==> src/rtl/apbSys_defs.svh <==
`ifndef APBSYS_DEFS_SVH
`define APBSYS_DEFS_SVH

// Bus and register width
`define DATA_W      32

// Address field that picks the APB slot
`define SLOT_MSB    23
`define SLOT_LSB    20

// Word index inside a slot
`define REG_MSB     4
`define REG_LSB     2

`define SLOT_TIMER  4'd0
`define SLOT_PWM    4'd1

// Timer register map
`define TMR_CNT     3'd0
`define TMR_PRE     3'd1
`define TMR_CMP     3'd2
`define TMR_OVF     3'd3
`define TMR_EN      3'd4
`define TMR_IRQEN   3'd5

// PWM register map
`define PWM_PRE     3'd0
`define PWM_PERIOD  3'd1
`define PWM_DUTY    3'd2
`define PWM_EN      3'd3

`endif

==> src/rtl/apbSysPkg.sv <==
`include "apbSys_defs.svh"

package apbSysPkg;

    // Data and address word
    typedef logic [`DATA_W-1:0] word_t;

    // Slot number from the address decode field
    typedef logic [`SLOT_MSB-`SLOT_LSB:0] slotIdx_t;

    // Register index inside a slot
    typedef logic [`REG_MSB-`REG_LSB:0] regIdx_t;

    typedef enum logic [1:0] {
        IDLE,
        CAPTURE,
        SETUP,
        ACCESS
    } bridgeState_t;

endpackage

==> src/rtl/ahbApbBridge.sv <==
`timescale 1ns/1ps

module ahbApbBridge import apbSysPkg::*; (
    input  logic        HCLK,
    input  logic        HRESETn,
    input  logic        HSEL_i,
    input  word_t       HADDR_i,
    input  logic [1:0]  HTRANS_i,
    input  logic        HWRITE_i,
    input  word_t       HWDATA_i,
    input  logic        HREADY_i,
    output word_t       HRDATA_o,
    output logic        HREADYOUT_o,
    output word_t       paddr_o,
    output word_t       pwdata_o,
    output logic        pwrite_o,
    output logic        psel_o,
    output logic        penable_o,
    input  word_t       prdata_i,
    input  logic        pready_i
);
    bridgeState_t state;
    bridgeState_t nextState;

    logic  accept;
    logic  accessDone;
    logic  newXfer;
    word_t addrReg;
    word_t dataReg;
    logic  writeReg;

    // NONSEQ or SEQ to this slave while the bus is ready
    assign accept = HSEL_i & HREADY_i & HTRANS_i[1];

    assign accessDone = (state == ACCESS) & pready_i;

    // A new address phase lands in IDLE or in the last ACCESS cycle
    assign newXfer = accept & ((state == IDLE) | accessDone);

    always_comb begin
        nextState = state;
        case (state)
            IDLE: begin
                if (accept) begin
                    nextState = CAPTURE;
                end
            end
            CAPTURE: begin
                nextState = SETUP;
            end
            SETUP: begin
                nextState = ACCESS;
            end
            ACCESS: begin
                if (pready_i) begin
                    nextState = accept ? CAPTURE : IDLE;
                end
            end
            default: begin
                nextState = IDLE;
            end
        endcase
    end

    always_ff @(posedge HCLK or negedge HRESETn) begin
        if (!HRESETn) begin
            state <= IDLE;
        end else begin
            state <= nextState;
        end
    end

    always_ff @(posedge HCLK or negedge HRESETn) begin
        if (!HRESETn) begin
            writeReg <= 1'b0;
        end else if (newXfer) begin
            writeReg <= HWRITE_i;
        end
    end

    // Address held for the whole APB sequence
    always_ff @(posedge HCLK) begin
        if (newXfer) begin
            addrReg <= HADDR_i;
        end
    end

    // Write data arrives one cycle after the address phase
    always_ff @(posedge HCLK) begin
        if (state == CAPTURE) begin
            dataReg <= HWDATA_i;
        end
    end

    assign paddr_o   = addrReg;
    assign pwdata_o  = dataReg;
    assign pwrite_o  = writeReg;
    assign psel_o    = (state == SETUP) | (state == ACCESS);
    assign penable_o = (state == ACCESS);

    // Stall the AHB data phase until the APB access completes
    assign HREADYOUT_o = ~((state == CAPTURE) | (state == SETUP) |
                           ((state == ACCESS) & ~pready_i));

    assign HRDATA_o = prdata_i;

endmodule

==> src/rtl/apbSlotMux.sv <==
`timescale 1ns/1ps
`include "apbSys_defs.svh"

module apbSlotMux import apbSysPkg::*; (
    input  word_t  paddr_i,
    input  logic   psel_i,
    output logic   timerSel_o,
    output logic   pwmSel_o,
    input  word_t  timerRdata_i,
    input  word_t  pwmRdata_i,
    output word_t  prdata_o,
    output logic   pready_o
);
    slotIdx_t slot;

    assign slot = paddr_i[`SLOT_MSB:`SLOT_LSB];

    assign timerSel_o = psel_i & (slot == `SLOT_TIMER);
    assign pwmSel_o   = psel_i & (slot == `SLOT_PWM);

    // Unmapped slots read as zero
    always_comb begin
        case (slot)
            `SLOT_TIMER: begin
                prdata_o = timerRdata_i;
            end
            `SLOT_PWM: begin
                prdata_o = pwmRdata_i;
            end
            default: begin
                prdata_o = '0;
            end
        endcase
    end

    // Both peripherals and the empty slots finish in one access cycle
    assign pready_o = 1'b1;

endmodule

==> src/rtl/apbSys.sv <==
`timescale 1ns/1ps
`include "apbSys_defs.svh"

module apbSys import apbSysPkg::*; (
    input  logic        HCLK,
    input  logic        HRESETn,
    input  logic        HSEL_i,
    input  word_t       HADDR_i,
    input  logic [1:0]  HTRANS_i,
    input  logic        HWRITE_i,
    input  word_t       HWDATA_i,
    input  logic        HREADY_i,
    output word_t       HRDATA_o,
    output logic        HREADYOUT_o,
    output logic        timerIrq_o,
    output logic        pwm_o
);
    // APB side of the bridge
    word_t paddr;
    word_t pwdata;
    word_t prdata;
    logic  pwrite;
    logic  psel;
    logic  penable;
    logic  pready;

    // Per-slot selects and read data
    logic  timerSel;
    logic  pwmSel;
    word_t timerRdata;
    word_t pwmRdata;

    ahbApbBridge i_bridge (
        .HCLK        (HCLK),
        .HRESETn     (HRESETn),
        .HSEL_i      (HSEL_i),
        .HADDR_i     (HADDR_i),
        .HTRANS_i    (HTRANS_i),
        .HWRITE_i    (HWRITE_i),
        .HWDATA_i    (HWDATA_i),
        .HREADY_i    (HREADY_i),
        .HRDATA_o    (HRDATA_o),
        .HREADYOUT_o (HREADYOUT_o),
        .paddr_o     (paddr),
        .pwdata_o    (pwdata),
        .pwrite_o    (pwrite),
        .psel_o      (psel),
        .penable_o   (penable),
        .prdata_i    (prdata),
        .pready_i    (pready)
    );

    apbSlotMux i_slotMux (
        .paddr_i      (paddr),
        .psel_i       (psel),
        .timerSel_o   (timerSel),
        .pwmSel_o     (pwmSel),
        .timerRdata_i (timerRdata),
        .pwmRdata_i   (pwmRdata),
        .prdata_o     (prdata),
        .pready_o     (pready)
    );

    timerUnit i_timer (
        .HCLK      (HCLK),
        .HRESETn   (HRESETn),
        .sel_i     (timerSel),
        .penable_i (penable),
        .pwrite_i  (pwrite),
        .regIdx_i  (paddr[`REG_MSB:`REG_LSB]),
        .pwdata_i  (pwdata),
        .prdata_o  (timerRdata),
        .irq_o     (timerIrq_o)
    );

    pwmUnit i_pwm (
        .HCLK      (HCLK),
        .HRESETn   (HRESETn),
        .sel_i     (pwmSel),
        .penable_i (penable),
        .pwrite_i  (pwrite),
        .regIdx_i  (paddr[`REG_MSB:`REG_LSB]),
        .pwdata_i  (pwdata),
        .prdata_o  (pwmRdata),
        .pwm_o     (pwm_o)
    );

endmodule

==> src/rtl/prescaledCounter.sv <==
`timescale 1ns/1ps

module prescaledCounter import apbSysPkg::*; (
    input  logic   HCLK,
    input  logic   HRESETn,
    input  logic   enable_i,
    input  word_t  pre_i,
    input  word_t  cmp_i,
    output word_t  count_o,
    output logic   wrap_o
);
    word_t preCnt;
    logic  tick;
    logic  atCmp;

    // Catches a prescale value lowered below the running count too
    assign tick  = enable_i & (preCnt >= pre_i);
    assign atCmp = (count_o == cmp_i);

    assign wrap_o = tick & atCmp;

    always_ff @(posedge HCLK or negedge HRESETn) begin
        if (!HRESETn) begin
            preCnt  <= '0;
            count_o <= '0;
        end else if (!enable_i) begin
            preCnt  <= '0;
            count_o <= '0;
        end else if (tick) begin
            preCnt  <= '0;
            count_o <= atCmp ? '0 : count_o + 1'b1;
        end else begin
            preCnt <= preCnt + 1'b1;
        end
    end

endmodule

==> src/rtl/pwmUnit.sv <==
`timescale 1ns/1ps
`include "apbSys_defs.svh"

module pwmUnit import apbSysPkg::*; (
    input  logic     HCLK,
    input  logic     HRESETn,
    input  logic     sel_i,
    input  logic     penable_i,
    input  logic     pwrite_i,
    input  regIdx_t  regIdx_i,
    input  word_t    pwdata_i,
    output word_t    prdata_o,
    output logic     pwm_o
);
    word_t preReg;
    word_t periodReg;
    word_t dutyReg;
    word_t count;
    logic  enReg;
    logic  wrEn;

    assign wrEn = sel_i & penable_i & pwrite_i;

    always_ff @(posedge HCLK or negedge HRESETn) begin
        if (!HRESETn) begin
            preReg    <= '0;
            periodReg <= '0;
            dutyReg   <= '0;
            enReg     <= 1'b0;
        end else if (wrEn) begin
            case (regIdx_i)
                `PWM_PRE:    preReg    <= pwdata_i;
                `PWM_PERIOD: periodReg <= pwdata_i;
                `PWM_DUTY:   dutyReg   <= pwdata_i;
                `PWM_EN:     enReg     <= pwdata_i[0];
                default: ;
            endcase
        end
    end

    // Period end comes from the count itself
    prescaledCounter i_counter (
        .HCLK     (HCLK),
        .HRESETn  (HRESETn),
        .enable_i (enReg),
        .pre_i    (preReg),
        .cmp_i    (periodReg),
        .count_o  (count),
        .wrap_o   ()
    );

    // High for the first DUTY counts of each period
    always_ff @(posedge HCLK or negedge HRESETn) begin
        if (!HRESETn) begin
            pwm_o <= 1'b0;
        end else begin
            pwm_o <= enReg & (count < dutyReg);
        end
    end

    always_comb begin
        case (regIdx_i)
            `PWM_PRE:    prdata_o = preReg;
            `PWM_PERIOD: prdata_o = periodReg;
            `PWM_DUTY:   prdata_o = dutyReg;
            `PWM_EN:     prdata_o = {{(`DATA_W-1){1'b0}}, enReg};
            default:     prdata_o = '0;
        endcase
    end

endmodule

==> src/rtl/timerUnit.sv <==
`timescale 1ns/1ps
`include "apbSys_defs.svh"

module timerUnit import apbSysPkg::*; (
    input  logic     HCLK,
    input  logic     HRESETn,
    input  logic     sel_i,
    input  logic     penable_i,
    input  logic     pwrite_i,
    input  regIdx_t  regIdx_i,
    input  word_t    pwdata_i,
    output word_t    prdata_o,
    output logic     irq_o
);
    word_t preReg;
    word_t cmpReg;
    word_t count;
    logic  enReg;
    logic  irqEnReg;
    logic  ovfFlag;
    logic  wrap;
    logic  wrEn;
    logic  ovfClr;

    assign wrEn   = sel_i & penable_i & pwrite_i;
    assign ovfClr = wrEn & (regIdx_i == `TMR_OVF) & pwdata_i[0];

    always_ff @(posedge HCLK or negedge HRESETn) begin
        if (!HRESETn) begin
            preReg   <= '0;
            cmpReg   <= '0;
            enReg    <= 1'b0;
            irqEnReg <= 1'b0;
        end else if (wrEn) begin
            case (regIdx_i)
                `TMR_PRE:   preReg   <= pwdata_i;
                `TMR_CMP:   cmpReg   <= pwdata_i;
                `TMR_EN:    enReg    <= pwdata_i[0];
                `TMR_IRQEN: irqEnReg <= pwdata_i[0];
                default: ;
            endcase
        end
    end

    // New wrap beats a clear in the same cycle
    always_ff @(posedge HCLK or negedge HRESETn) begin
        if (!HRESETn) begin
            ovfFlag <= 1'b0;
        end else if (wrap) begin
            ovfFlag <= 1'b1;
        end else if (ovfClr) begin
            ovfFlag <= 1'b0;
        end
    end

    prescaledCounter i_counter (
        .HCLK     (HCLK),
        .HRESETn  (HRESETn),
        .enable_i (enReg),
        .pre_i    (preReg),
        .cmp_i    (cmpReg),
        .count_o  (count),
        .wrap_o   (wrap)
    );

    always_comb begin
        case (regIdx_i)
            `TMR_CNT:   prdata_o = count;
            `TMR_PRE:   prdata_o = preReg;
            `TMR_CMP:   prdata_o = cmpReg;
            `TMR_OVF:   prdata_o = {{(`DATA_W-1){1'b0}}, ovfFlag};
            `TMR_EN:    prdata_o = {{(`DATA_W-1){1'b0}}, enReg};
            `TMR_IRQEN: prdata_o = {{(`DATA_W-1){1'b0}}, irqEnReg};
            default:    prdata_o = '0;
        endcase
    end

    assign irq_o = ovfFlag & irqEnReg;

endmodule

==> config.mk <==
export PLATFORM = sky130hd
export DESIGN_NAME = apbSys
export DESIGN_NICKNAME = d
export VERILOG_FILES = /design/src/rtl/apbSysPkg.sv /design/src/rtl/ahbApbBridge.sv /design/src/rtl/apbSlotMux.sv /design/src/rtl/apbSys.sv /design/src/rtl/prescaledCounter.sv /design/src/rtl/pwmUnit.sv /design/src/rtl/timerUnit.sv
export VERILOG_INCLUDE_DIRS = /design/src /design/src/rtl
export SDC_FILE = /design/constraint.sdc
export NUM_CORES = 1
export LEC_CHECK = 0
export ABC_AREA = 1
export BUFFER_PORTS_ARGS = -buffer_cell sky130_fd_sc_hd__buf_2
export CORE_MARGIN = 2
export CORE_UTILIZATION = 35
export CTS_BUF_LIST = sky130_fd_sc_hd__clkbuf_4 sky130_fd_sc_hd__clkbuf_8 sky130_fd_sc_hd__clkbuf_16
export DETAILED_ROUTE_END_ITERATION = 8
export PLACE_DENSITY = 0.49
export SYNTH_ARGS = -nofsm -noshare
export SYNTH_HDL_FRONTEND = slang
export SYNTH_SLANG_ARGS = --single-unit
==> constraint.sdc <==
create_clock -name HCLK -period 1.9 [get_ports HCLK]
set_clock_uncertainty 0.15 [all_clocks]
set_input_delay 0.19 -clock HCLK [delete_from_list [all_inputs] [get_ports HCLK]]
set_output_delay 0.19 -clock HCLK [all_outputs]
set_load 0.02 [all_outputs]
* Word level (Yosys, flattened, before mapping)
Index checks and enable logic that the tools add are counted.
** Storage, ports and cells
- Bits in registers :: 352
- Input bits :: 71
- Word-level logic and storage cells :: 89
** Operators by class
- Add/sub/neg operators :: 4
- $lt $le $gt $ge :: 3
- Equal/unequal tests :: 14
- Multiplexer cells :: 18
- Bitwise operators :: 20
- Reductions and logical operators :: 12
** Operators by type and width (count)
- 32-bit two-way mux :: 10
- 32-bit case mux with 6 select lines :: 1
- 32-bit by 1-bit adder with 32-bit output, second input constant :: 4
- 32-bit case mux with 4 select lines :: 1
- 32-bit == test :: 2
- 32-bit >= comparator :: 2
- 32-bit case mux with 2 select lines :: 1
- 32-bit < comparator :: 1
- 1-bit bitwise AND :: 16
- 2-bit AND reduction :: 8
- 2-bit case mux with 4 select lines :: 1
- 3-bit by 2-bit == test with 1-bit output, second input constant :: 2
- 3-bit == test, second input constant :: 2
- 2-bit == test, second input constant :: 2
- 4-bit by 1-bit == test with 1-bit output, second input constant :: 1
- 4-bit logical NOT :: 1
- 2-bit != test, second input constant :: 2
- 3-bit by 1-bit == test with 1-bit output, second input constant :: 1
- 3-bit logical NOT :: 1
- 1-bit two-way mux :: 3
- 1-bit OR :: 3
- 2-bit by 1-bit == test with 1-bit output, second input constant :: 1
- 2-bit logical NOT :: 1
- 2-bit two-way mux :: 1
- other kinds (3) :: 3

* Longest topological paths before layout
Gate-level depths: netlist (run 1).
- Depth in word-level cells :: 9
- Mapped depth :: 16

* Cells and area by module
From an unflattened synthesis (run 1), not the netlist that was laid out.
** Second synthesis, totals
- Cells, all modules :: 3113
- Area, all modules :: 22604.2 um^2
** Modules (own cells, without submodules)
- prescaledCounter (i_timer.i_counter) :: instances 1, cells each 922, area an instance 5724.2 um^2
- prescaledCounter (i_pwm.i_counter) :: instances 1, cells each 902, area an instance 5700.5 um^2
- pwmUnit :: instances 1, cells each 626, area an instance 4983.5 um^2
- timerUnit :: instances 1, cells each 415, area an instance 3185.6 um^2
- ahbApbBridge :: instances 1, cells each 128, area an instance 2426.1 um^2
- apbSlotMux :: instances 1, cells each 120, area an instance 584.3 um^2

* Worst setup path after synthesis (run 1)
Ideal clock, no wire load.
- Path kind :: flip-flop to output port
- From :: register i_bridge.addrReg[4] (netlist: i_bridge.paddr_o[4])
- To :: output HRDATA_o[0]
- Arrival :: 1.672 ns
- Data required time :: 1.560 ns
- Setup slack :: -0.112 ns
- Stages on the path, launching flop included :: 6
- Path buffers :: 2
- Cell sequence :: edfxtp_1 -> buf_2 -> nor3_4 -> clkbuf_1 -> a221oi_1 -> o21ai_0
** Between the ends
- Word-level cells in the longest chain between the ends :: 3
- Elaborated cells between the ends (all ways) :: 9
- Those cells by class :: 5 x eq/ne; 3 x mux; 1 x reduce/logical
** RTL lines
- start, declared :: line ahbApbBridge.sv:28 : word_t addrReg;
- start signal, assigned :: line ahbApbBridge.sv:84 : addrReg <= HADDR_i;
- 3-bit == test, or another cell as far along :: line timerUnit.sv:67 : case (regIdx_i)
- 32-bit case mux with 6 select lines or 32-bit case mux with 4 select lines (tied branches) :: line timerUnit.sv:67, pwmUnit.sv:62
- 32-bit case mux with 2 select lines * :: line apbSlotMux.sv:23 : case (slot)
- end, declared :: line apbSys.sv:13 : output word_t HRDATA_o,
Every way passes the cells marked *; elsewhere a longest branch is shown, timed or not.

* Final worst setup path (run 1)
- From :: register i_bridge.addrReg[4] (netlist: i_bridge.paddr_o[4])
- To :: output HRDATA_o[17]
Same word-level chain as after synthesis.

==> impl_metrics.json, run 1 <==
{
  "slew_violations": 0,
  "ys_warn_count": 0,
  "yosysUniqueCellTypes": 44,
  "hpwl_um": 53890,
  "leakagePower_nw": 13.70,
  "grt_max_degree": 93,
  "rsz0062_at_grt": "yes",
  "dp_slack_ps": -344.7,
  "cp-start-kind": "flip-flop",
  "finalSetupViolCount": 269,
  "drive_above_1_share": 0.3503,
  "port_buffers": 79,
  "vias": 20965,
  "cts.reportedPaths.clkPinSlew_ps": 60,
  "final_cells": 4093,
  "cap_violations": 0,
  "synth_nets": 2863,
  "synthArstFlopShare": 0.8836,
  "nFillCells": 5171,
  "ios": 106,
  "tns_ps": -83130,
  "dp.cells": 3846,
  "place_area_um2": 24700,
  "start_util": 0.3549,
  "fin_crit_sh": 1.432,
  "fin_ws_ps": -820.4,
  "die_x_um": 243.6,
  "crit_chain": "buf_6 -> nor3_4 -> buf_6 -> buf_12 -> a21oi_1 -> o22ai_2 -> buf_6",
  "crit_start": "i_bridge.paddr_o[4]",
  "ant_nets": 0,
  "max_stage_delay_ps": 440,
  "dr.first_iter.drc_count": 1894,
  "ff2ff_setup_slack_ps": -400,
  "avgSynthCellArea_um2": 7.471,
  "clock-sinks": 335,
  "crit_arrival_ps": 2380,
  "wire_per_inst_um": 21.22,
  "slew_headroom": 0.4604,
  "root_buffer": "clkbuf_16",
  "fin_area_um2": 31400,
  "hold_viol_final": 0,
  "status": "finished with violations",
  "routed_wl_um": 86840,
  "crit_family": "buffers and inverters",
  "avgViaCountPerCell": 5.122,
  "cts_tree": "yes",
  "ir_worst_vdd_mv": 0.7818,
  "track_usage": 0.2626,
  "rows": 87,
  "fin_nets": 3478,
  "crit_type": "flip-flop to output pin",
  "r2r_start": "i_pwm.preReg[30]",
  "numCtsBuffers": 43,
  "reg2reg_depth": 11,
  "grt_pass1_vias": 20041,
  "grt_overflow": 0,
  "area_delta_synth_final_pct": 56.32,
  "gp_routability_congestion": 0.9009,
  "antenna_found_initial": 0,
  "synth-seq-area-share": 0.4270,
  "cp.depth": 7,
  "powerDensity_nw_per_um2": 845.2,
  "dieArea_um2": 59330,
  "met1_length_um": 39940,
  "syn-cell-area_um2": 20090,
  "clkLatencyLatePin_ps": 590,
  "cpMostUsedCell": "buf_6",
  "die_h_um": 243.6,
  "core-area_um2": 56600,
  "min_period_ps": 2720,
  "cts.htree.levels": 2,
  "synthCells": 2689,
  "path_buf_inv": 4,
  "slowest_stage": "edfxtp_1",
  "worstHoldPathType": "input pin to asynchronous set/reset pin",
  "met2_length_um": 37260,
  "synth_top_flop_cell": "dfrtp_1",
  "dr.pass1.iters": 5,
  "n_antenna_cell": 0,
  "worst_pin_slew_ps": 806.7,
  "ys_ff_latch": 335,
  "crit_path_end_kind": "output pin",
  "synth_edf_count": 39,
  "path_max_fanout": 7,
  "dr_wl_met3_um": 7117,
  "max_freq_mhz": 367.6,
  "clockBufferDepth": 3,
  "drc": 0,
  "cp.required_ps": 1560,
  "top_layer": "met4",
  "grt_first_pass_wirelength_um": 119400,
  "violations": "negative setup slack"
}
[layer usage]
metal  track usage  vias up
met2        0.4013      774
met5             0        -
met4       0.07640        0
met1        0.3793    10042
li1              -    10014
met3       0.04616      135
[worst min-delay path, stage by stage]
cell           delay [ps]
dlygate4sd3_1         560
buf_8                 170
buf_12                310
[Yosys cell counts, types with 3 or more instances]
master / n / area, um^2
nand3b_1: 4 / 30.03
buf_1: 5 / 18.77
nand2_1: 747 / 2804
nand3_1: 126 / 630.6
o21ai_1: 3 / 15.01
nor2_2: 4 / 25.02
nand4_1: 64 / 400.4
nor3_1: 57 / 285.3
o22ai_1: 88 / 550.5
dfrtp_1: 296 / 7407
inv_1: 326 / 1224
xnor2_1: 32 / 280.3
nor4_1: 6 / 37.54
xor2_1: 78 / 683.2
a21oi_1: 100 / 500.5
nor2_1: 293 / 1100
a221oi_1: 6 / 52.55
and3_1: 3 / 18.77
clkbuf_1: 56 / 210.2
buf_2: 33 / 165.2
o21ai_0: 189 / 945.9
a21o_1: 3 / 22.52
edfxtp_1: 39 / 1171
ha_1: 103 / 1289
[kinds of logic (layout without fill, tap and decap cells)]
kind of cell	count (synthesis)	in the layout	share of synthesized area
XOR/XNOR	110	110	0.04796
multiplexers	1	1	0.0005605
AND/OR/NAND/NOR	1316	1319	0.2704
buffers and inverters	424	1069	0.08140
AO/OA/AOI/OAI	400	400	0.1085
flip-flops	335	335	0.4270
adder cells (fa/ha/maj)	103	103	0.06415
[worst paths after layout]
check,end
worst max register to register,i_pwm.i_counter.preCnt[11]
worst max-delay path,HRDATA_o[17]
max in group asynchronous,i_pwm.periodReg[22]
worst min register to register,i_pwm.dutyReg[31]
min in group HCLK,i_bridge.pwdata_o[17]
worst min-delay path,i_pwm.periodReg[24]
[placed cells by master, fill, tap and decap left out, types with 58 or more instances in the layout]
master,instances
nand4_1,64
buf_4,409
o21ai_0,139
inv_1,279
nor2_4,66
nand2_1,656
buf_6,58
nand2_2,59
xor2_1,73
dfrtp_1,279
nor2_1,199
clkbuf_16,66
nand3_1,86
ha_1,75
[report_power, final]
part | leakage [nW] | internal (mW) | switching, mW | total [mW]
registers | 4.46 | 7.81 | 0.318 | 8.13
clock network | 0.744 | 5.23 | 3.42 | 8.65
logic | 8.50 | 4.28 | 5.48 | 9.77
total | 13.7 | 17.3 | 9.22 | 26.5
[cell type report]
cell class                 count  area [um^2]  area share
sequential                   335         8600      0.2738
clock inverter                13        153.9    0.004901
clock buffer                  65         1326     0.04223
inverter                     328         1242     0.03956
tap                          756        945.9     0.03012
multi-input combinational   1933        12480      0.3975
timing repair buffer         663         6654      0.2119
[metrics by stage]
stage               power, mW    util  hold slack [ps]
finish                  26.54  0.5548            105.2
global placement        13.11  0.4365           -97.80
detailed placement      13.20  0.4365           -101.0
floorplan               10.67       -           -255.6
global route            27.40  0.5548            131.4
CTS                     25.15  0.5165            114.5
[state kept, by name, summed over array words and instances, names as in the netlist, 32 cells and up]
name	cells
i_pwm.periodReg	32
i_timer.cmpReg	32
i_timer.i_counter.preCnt	32
i_pwm.preReg	32
i_pwm.i_counter.preCnt	32
i_pwm.i_counter.count_o	32
i_timer.preReg	32
i_timer.i_counter.count_o	32
i_pwm.dutyReg	32
i_bridge.pwdata_o	32
[repair_timing]
action                                  4_1_cts  5_1_grt
gates cloned                                 28       33
resized for setup                           377      437
pin swaps                                   114      146
endpoints found under the setup margin      291      299
buffers inserted                             52       40
endpoints found under the hold margin       338        0
hold buffers                                 46        0
No activity file was read; power rests on OpenSTA's default activity.
==> run 2: changes to the inputs <==
--- a/config.mk
+++ b/config.mk
@@ -9,8 +9,10 @@
 export ABC_AREA = 1
-export BUFFER_PORTS_ARGS = -buffer_cell sky130_fd_sc_hd__buf_2
+export CELL_PAD_IN_SITES_DETAIL_PLACEMENT = 1
+export CELL_PAD_IN_SITES_GLOBAL_PLACEMENT = 2
 export CORE_MARGIN = 2
-export CORE_UTILIZATION = 35
+export CORE_UTILIZATION = 34
 export CTS_BUF_LIST = sky130_fd_sc_hd__clkbuf_4 sky130_fd_sc_hd__clkbuf_8 sky130_fd_sc_hd__clkbuf_16
 export DETAILED_ROUTE_END_ITERATION = 8
-export PLACE_DENSITY = 0.49
+export DONT_BUFFER_PORTS = 1
+export PLACE_DENSITY = 0.73
 export SYNTH_ARGS = -nofsm -noshare
--- a/constraint.sdc
+++ b/constraint.sdc
@@ -4,2 +4,2 @@
 set_output_delay 0.19 -clock HCLK [all_outputs]
-set_load 0.02 [all_outputs]
+set_load 0.01 [all_outputs]
==> run 2 against run 1 <==
- the run ends with negative hold slack, negative setup slack left
- non-clock buffer count is 15 lower
- via count increased by 4.5%
- total power shrank 2.7%
- global-route usage grew 3.4 points
- combinational power shrank 9.6%
- critical path type unchanged
- largest cell class unchanged
- largest power group is now clock
==> impl_metrics.json, run 2 (synthesized netlist as in run 1, its figures left out) <==
{
  "dieArea_um2": 61050,
  "powerDensity_nw_per_um2": 808.8,
  "routed_wl_um": 98480,
  "root_buffer": "clkbuf_16",
  "slew_headroom": 0.2949,
  "crit_arrival_ps": 2530,
  "core-area_um2": 58690,
  "leakagePower_nw": 13.76,
  "die_h_um": 247.1,
  "dr.first_iter.drc_count": 1518,
  "grt_overflow": 0,
  "die_x_um": 247.1,
  "min_period_ps": 2874,
  "cp.required_ps": 1560,
  "worst_pin_slew_ps": 1058,
  "numCtsBuffers": 43,
  "crit_path_end_kind": "output pin",
  "worstHoldPathType": "input pin to asynchronous set/reset pin",
  "status": "finished with violations",
  "dr.pass1.iters": 6,
  "layout_common_cells": "nand2_1, buf_4, inv_1, dfrtp_1, nor2_1",
  "fin_total_pwr_mw": 25.83,
  "wire_per_inst_um": 24.05,
  "track_usage": 0.2970,
  "clock-sinks": 335,
  "clkLatencyLatePin_ps": 600,
  "cp.depth": 10,
  "port_buffers": 0,
  "reg2reg_depth": 15,
  "path_buf_inv": 5,
  "clockBufferDepth": 3,
  "finalSetupViolCount": 295,
  "area_delta_synth_final_pct": 58.96,
  "ir_worst_vdd_mv": 0.9178,
  "ant_nets": 0,
  "grt_max_degree": 297,
  "rows": 89,
  "layout_commonest_cell": "nand2_1",
  "crit_type": "flip-flop to output pin",
  "gp_routability_congestion": 0.8909,
  "hpwl_um": 61460,
  "cts.reportedPaths.clkPinSlew_ps": 60,
  "drc": 0,
  "cts.htree.levels": 2,
  "start_util": 0.3423,
  "drive_above_1_share": 0.3804,
  "fin_crit_sh": 1.513,
  "crit_chain": "buf_6 -> nor2_4 -> nand2_8 -> buf_12 -> clkbuf_16 -> o22ai_4 -> a21oi_2 -> o22ai_1 -> buf_4 -> buf_6",
  "cts_hold_buf": 42,
  "hold_viol_final": 296,
  "ios": 106,
  "slew_violations": 0,
  "cts_tree": "yes",
  "max_freq_mhz": 347.9,
  "cap_violations": 0,
  "grt_first_pass_wirelength_um": 137600,
  "violations": "negative hold slack, negative setup slack",
  "cp-start-kind": "flip-flop",
  "crit_family": "buffers and inverters",
  "max_stage_delay_ps": 470,
  "fin_nets": 3462,
  "whs_ps": -849.9,
  "path_max_fanout": 5,
  "cpMostUsedCell": "buf_6",
  "vias": 21911,
  "grt_pass1_vias": 22861,
  "fin_ws_ps": -974.3,
  "rsz0062_at_grt": "yes",
  "antenna_found_initial": 3,
  "slowest_stage": "edfxtp_1",
  "avgViaCountPerCell": 5.351
}
==> run 2: cell types whose count changed in the layout (fill, tap and decap cells not counted), moves of 11 or more <==
cell     delta
buf_4      +53
nand2_1    -49
buf_2      -45
nand3_1    -35
nand2_2    +34
nand3_2    +29
o21ai_0    -29
nand2_4    +18
o21ai_1    +15
o21ai_2    +13
o22ai_4    +13
buf_12     -12
buf_6      -11
==> run 2: report_power, final <==
part / leakage, nW / internal [mW] / switching [mW] / total (mW)
Sequential: 4.46 / 7.81 / 0.346 / 8.16
Clock: 0.749 / 5.35 / 3.49 / 8.84
Combinational: 8.55 / 3.67 / 5.16 / 8.83
==> run 2: repair_timing <==
action | CTS | global route
pin swaps | 140 | 166
hold endpoints to repair | 345 | 296
endpoints found under the setup margin | 264 | 325
gates resized for setup | 429 | 523
setup buffers | 53 | 40
cloned | 33 | 25
==> run 2: worst reg2reg max path, stage by stage, from the launching register on <==
cell and delay, ps:
dfrtp_1 390, inv_2 70, ha_1 300, nand2_2 90
inv_1 50, nand2_1 70, nand2_1 50, nand2_1 50
nand2_1 60, nor2_2 100, nand2_2 110, nand2_4 130
buf_6 110, nand3_4 200, clkbuf_16 280, nor2_4 80
==> run 2: metal layers <==
metal | vias up | global-route usage | routed length, um
li1 | 9989 | - | -
met1 | 11096 | 0.4068 | 43740
met2 | 647 | 0.4902 | 45920
met3 | 179 | 0.03397 | 5381
met4 | 0 | 0.09142 | 3446
met5 | - | 0 | 0
==> run 2: final timing paths <==
check                                                    to           startpoint  slack [ps]
worst max-delay path                           HRDATA_o[14]  i_bridge.paddr_o[2]        -970
worst min-delay path            i_pwm.i_counter.count_o[25]              HRESETn        -850
worst max register to register  i_timer.i_counter.preCnt[2]   i_timer.preReg[10]        -450
worst min register to register            i_timer.preReg[8]    i_timer.preReg[8]         340
max in group asynchronous        i_pwm.i_counter.count_o[4]              HRESETn        1500
min in group HCLK                     i_bridge.pwdata_o[27]         HWDATA_i[27]          80
==> run 2: through the flow <==
step           instances  setup WS [ps]  cell area, um^2  setup TNS, ps    util
5_1_grt             4095          -1044            31930        -118970  0.5441
3_5_place_dp        3853         -499.8            24590         -55820  0.4190
3_3_place_gp        3853         -467.6            24590         -45950  0.4190
6_report            4095         -974.3            31930         -93840  0.5441
4_1_cts             4050         -939.4            29480         -90880  0.5023
2_1_floorplan       2689         -16.77            20130          -1085       -
==> run 2: final cells by class <==
type	instances	area, um^2
clock inverter	16	206.4
timing repair buffer	648	6540
tap	773	967.2
sequential	335	8602
inverter	328	1241
antenna	2	5.005
clock buffer	61	1277
fill	6729	26750
multi-input combinational	1932	13090
==> run 3: changes to the inputs <==
- GPL_TIMING_DRIVEN: default -> 0
==> run 3 against run 2 <==
- the run still ends with negative hold slack, negative setup slack left
- maximum frequency rose by 4.8%
- critical path type unchanged
- critical path depth fell by 3
- routed wire length fell by 11%
- combinational power fell by 23%
- final area fell by 16%
- register-to-register slack got worse by 30 ps
- die area did not move
- sequential power rose by 0.7%
- largest power group unchanged
- hold slack improved by 2.3 ps
- via count fell by 9.5%
- setup slack improved by 130 ps
- first-iteration DRC count fell by 18%
==> impl_metrics.json, run 3 (synthesized netlist as in run 1, its figures left out) <==
{
  "cts_tree": "yes",
  "worstHoldPathType": "input pin to asynchronous set/reset pin",
  "crit_family": "compound AO/OA/AOI/OAI gates",
  "ios": 106,
  "slew_violations": 0,
  "clkPwrFrac": 0.379,
  "fin_total_pwr_mw": 24.24,
  "die_x_um": 247.1,
  "slowest_stage": "edfxtp_1",
  "crit_arrival_ps": 2400,
  "crit_path_end_kind": "output pin",
  "powerDensity_nw_per_um2": 898.6,
  "worst_pin_slew_ps": 994.3,
  "crit_type": "flip-flop to output pin",
  "dieArea_um2": 61050,
  "path_max_fanout": 10,
  "track_usage": 0.2843,
  "start_util": 0.3423,
  "finalSetupViolCount": 333,
  "cap_violations": 0,
  "die_h_um": 247.1,
  "drc": 0,
  "fin_ws_ps": -843.0,
  "layout_commonest_cell": "nand2_1",
  "rsz0062_at_grt": "yes",
  "cp.required_ps": 1560,
  "dr.pass1.iters": 7,
  "path_buf_inv": 2,
  "avgViaCountPerCell": 5.385,
  "grt_max_degree": 297,
  "dr.first_iter.drc_count": 1243,
  "multi_input_area_um2": 12060,
  "p_seq_frac": 0.339,
  "grt_pass1_vias": 20226,
  "port_buffers": 0,
  "seq_area_um2": 8618,
  "root_buffer": "clkbuf_16",
  "max_stage_delay_ps": 510,
  "drive_above_1_share": 0.2199,
  "hold_viol_final": 296,
  "cts_hold_buf": 42,
  "routed_wl_um": 87420,
  "fin_nets": 3050,
  "grt_overflow": 0,
  "cp.depth": 7,
  "clock-sinks": 335,
  "gp_routability_congestion": 0.8834,
  "clockBufferDepth": 3,
  "area_delta_synth_final_pct": 34.30,
  "vias": 19833,
  "violations": "negative hold slack, negative setup slack",
  "ff2ff_setup_slack_ps": -480,
  "rows": 89,
  "switchingPower_mw": 8.205,
  "ir_worst_vdd_mv": 0.9768,
  "cts.htree.levels": 2,
  "max_freq_mhz": 364.6,
  "core-area_um2": 58690,
  "switching_share": 0.3384,
  "numCtsBuffers": 43,
  "fin_crit_sh": 1.444,
  "reg2reg_depth": 14,
  "antenna_found_initial": 0,
  "status": "finished with violations",
  "internal-power_mw": 16.04,
  "whs_ps": -847.6,
  "n_antenna_cell": 0,
  "grt_first_pass_wirelength_um": 129100,
  "crit_chain": "buf_6 -> nor2_4 -> nand2_8 -> clkbuf_8 -> o22ai_1 -> a21oi_2 -> o22ai_4",
  "fin_util": 0.4597,
  "p_comb_frac": 0.282,
  "nFillCells": 6850,
  "cts.reportedPaths.clkPinSlew_ps": 70,
  "cp-start-kind": "flip-flop",
  "slew_headroom": 0.3371,
  "ant_nets": 0,
  "wire_per_inst_um": 23.74,
  "min_period_ps": 2743,
  "tns_ps": -103310,
  "layout_common_cells": "nand2_1, inv_1, dfrtp_1, nor2_1, o21ai_0",
  "leakagePower_nw": 11.10,
  "hpwl_um": 63150,
  "clkLatencyLatePin_ps": 600
}
## run 3: cell types whose count changed in the layout (fill, tap and decap cells not counted), sizes merged
cell / delta
clkinvlp: +5
clkinv: +2
diode: -2
buf: -440
bufinv: +3
nand2: -1
inv: +1
clkbuf: +20
## run 3: path summary, 6_finish.rpt
kind | from | to
max reg2reg | i_timer.preReg[15] | i_timer.ovfFlag
min | HRESETn | i_pwm.i_counter.count_o[23]
max in group asynchronous | HRESETn | i_timer.i_counter.count_o[23]
min in group HCLK | HWDATA_i[19] | i_bridge.pwdata_o[19]
max | i_bridge.paddr_o[2] | HRDATA_o[10]
min reg2reg | i_pwm.i_counter.preCnt[0] | i_pwm.i_counter.preCnt[0]
## run 3: layout make-up
| class | instances | area share |
|---|---|---|
| sequential | 335 | 0.3194 |
| timing repair buffer | 141 | 0.05598 |
| buffer | 96 | 0.03729 |
| tap | 773 | 0.03585 |
| clock buffer | 52 | 0.04438 |
| inverter | 328 | 0.04675 |
| multi-input combinational | 1931 | 0.4468 |
| clock inverter | 27 | 0.01350 |
## run 3: metrics by stage
stage	instance area [um^2]	std cells	setup WS (ps)
5_1_grt	26980	3683	-882.3
2_1_floorplan	20130	2689	-16.77
6_report	26980	3683	-843.0
3_3_place_gp	21100	3462	-992.7
3_5_place_dp	21100	3462	-1001
4_1_cts	25470	3654	-749.4
## run 3: per-layer routing
metal | wire length [um] | up-vias | share of wire | track usage
met3 | 5435 | 111 | 0.062 | 0.05546
li1 | - | 9154 | - | -
met1 | 40240 | 10066 | 0.46 | 0.3974
met4 | 1793 | 0 | 0.021 | 0.06432
met2 | 39950 | 502 | 0.46 | 0.4529
met5 | 0 | - | 0 | 0
## run 3: repair_timing
action | CTS | global route
endpoints found under the hold margin | 345 | 296
pin swaps | 38 | 84
resized for setup | 417 | 359
gates cloned | 11 | 5
buffers inserted | 60 | 24
setup endpoints to repair | 349 | 364
## run 3: worst register-to-register path, stage by stage, from the launching register on
cell and delay [ps]:
dfrtp_1 400, inv_2 130, ha_4 230, a21o_1 170, nor2_1 90, nand2_1 60
nor2_1 130, nand2_2 110, nand2_4 150, buf_6 140, nand2_8 90, buf_6 140
buf_8 130, nand3_4 90, nand2_1 70
## run 3: power groups by stage
stage                     sequential (mW)  clock, mW  combinational [mW]
after detailed placement             8.27          0                3.97
after CTS                            8.18       9.32                5.23
final                                8.22       9.18                6.84
after global routing                 8.25       9.59                7.25
after floorplan                      8.13          0                2.44
after global placement               8.27          0                3.88
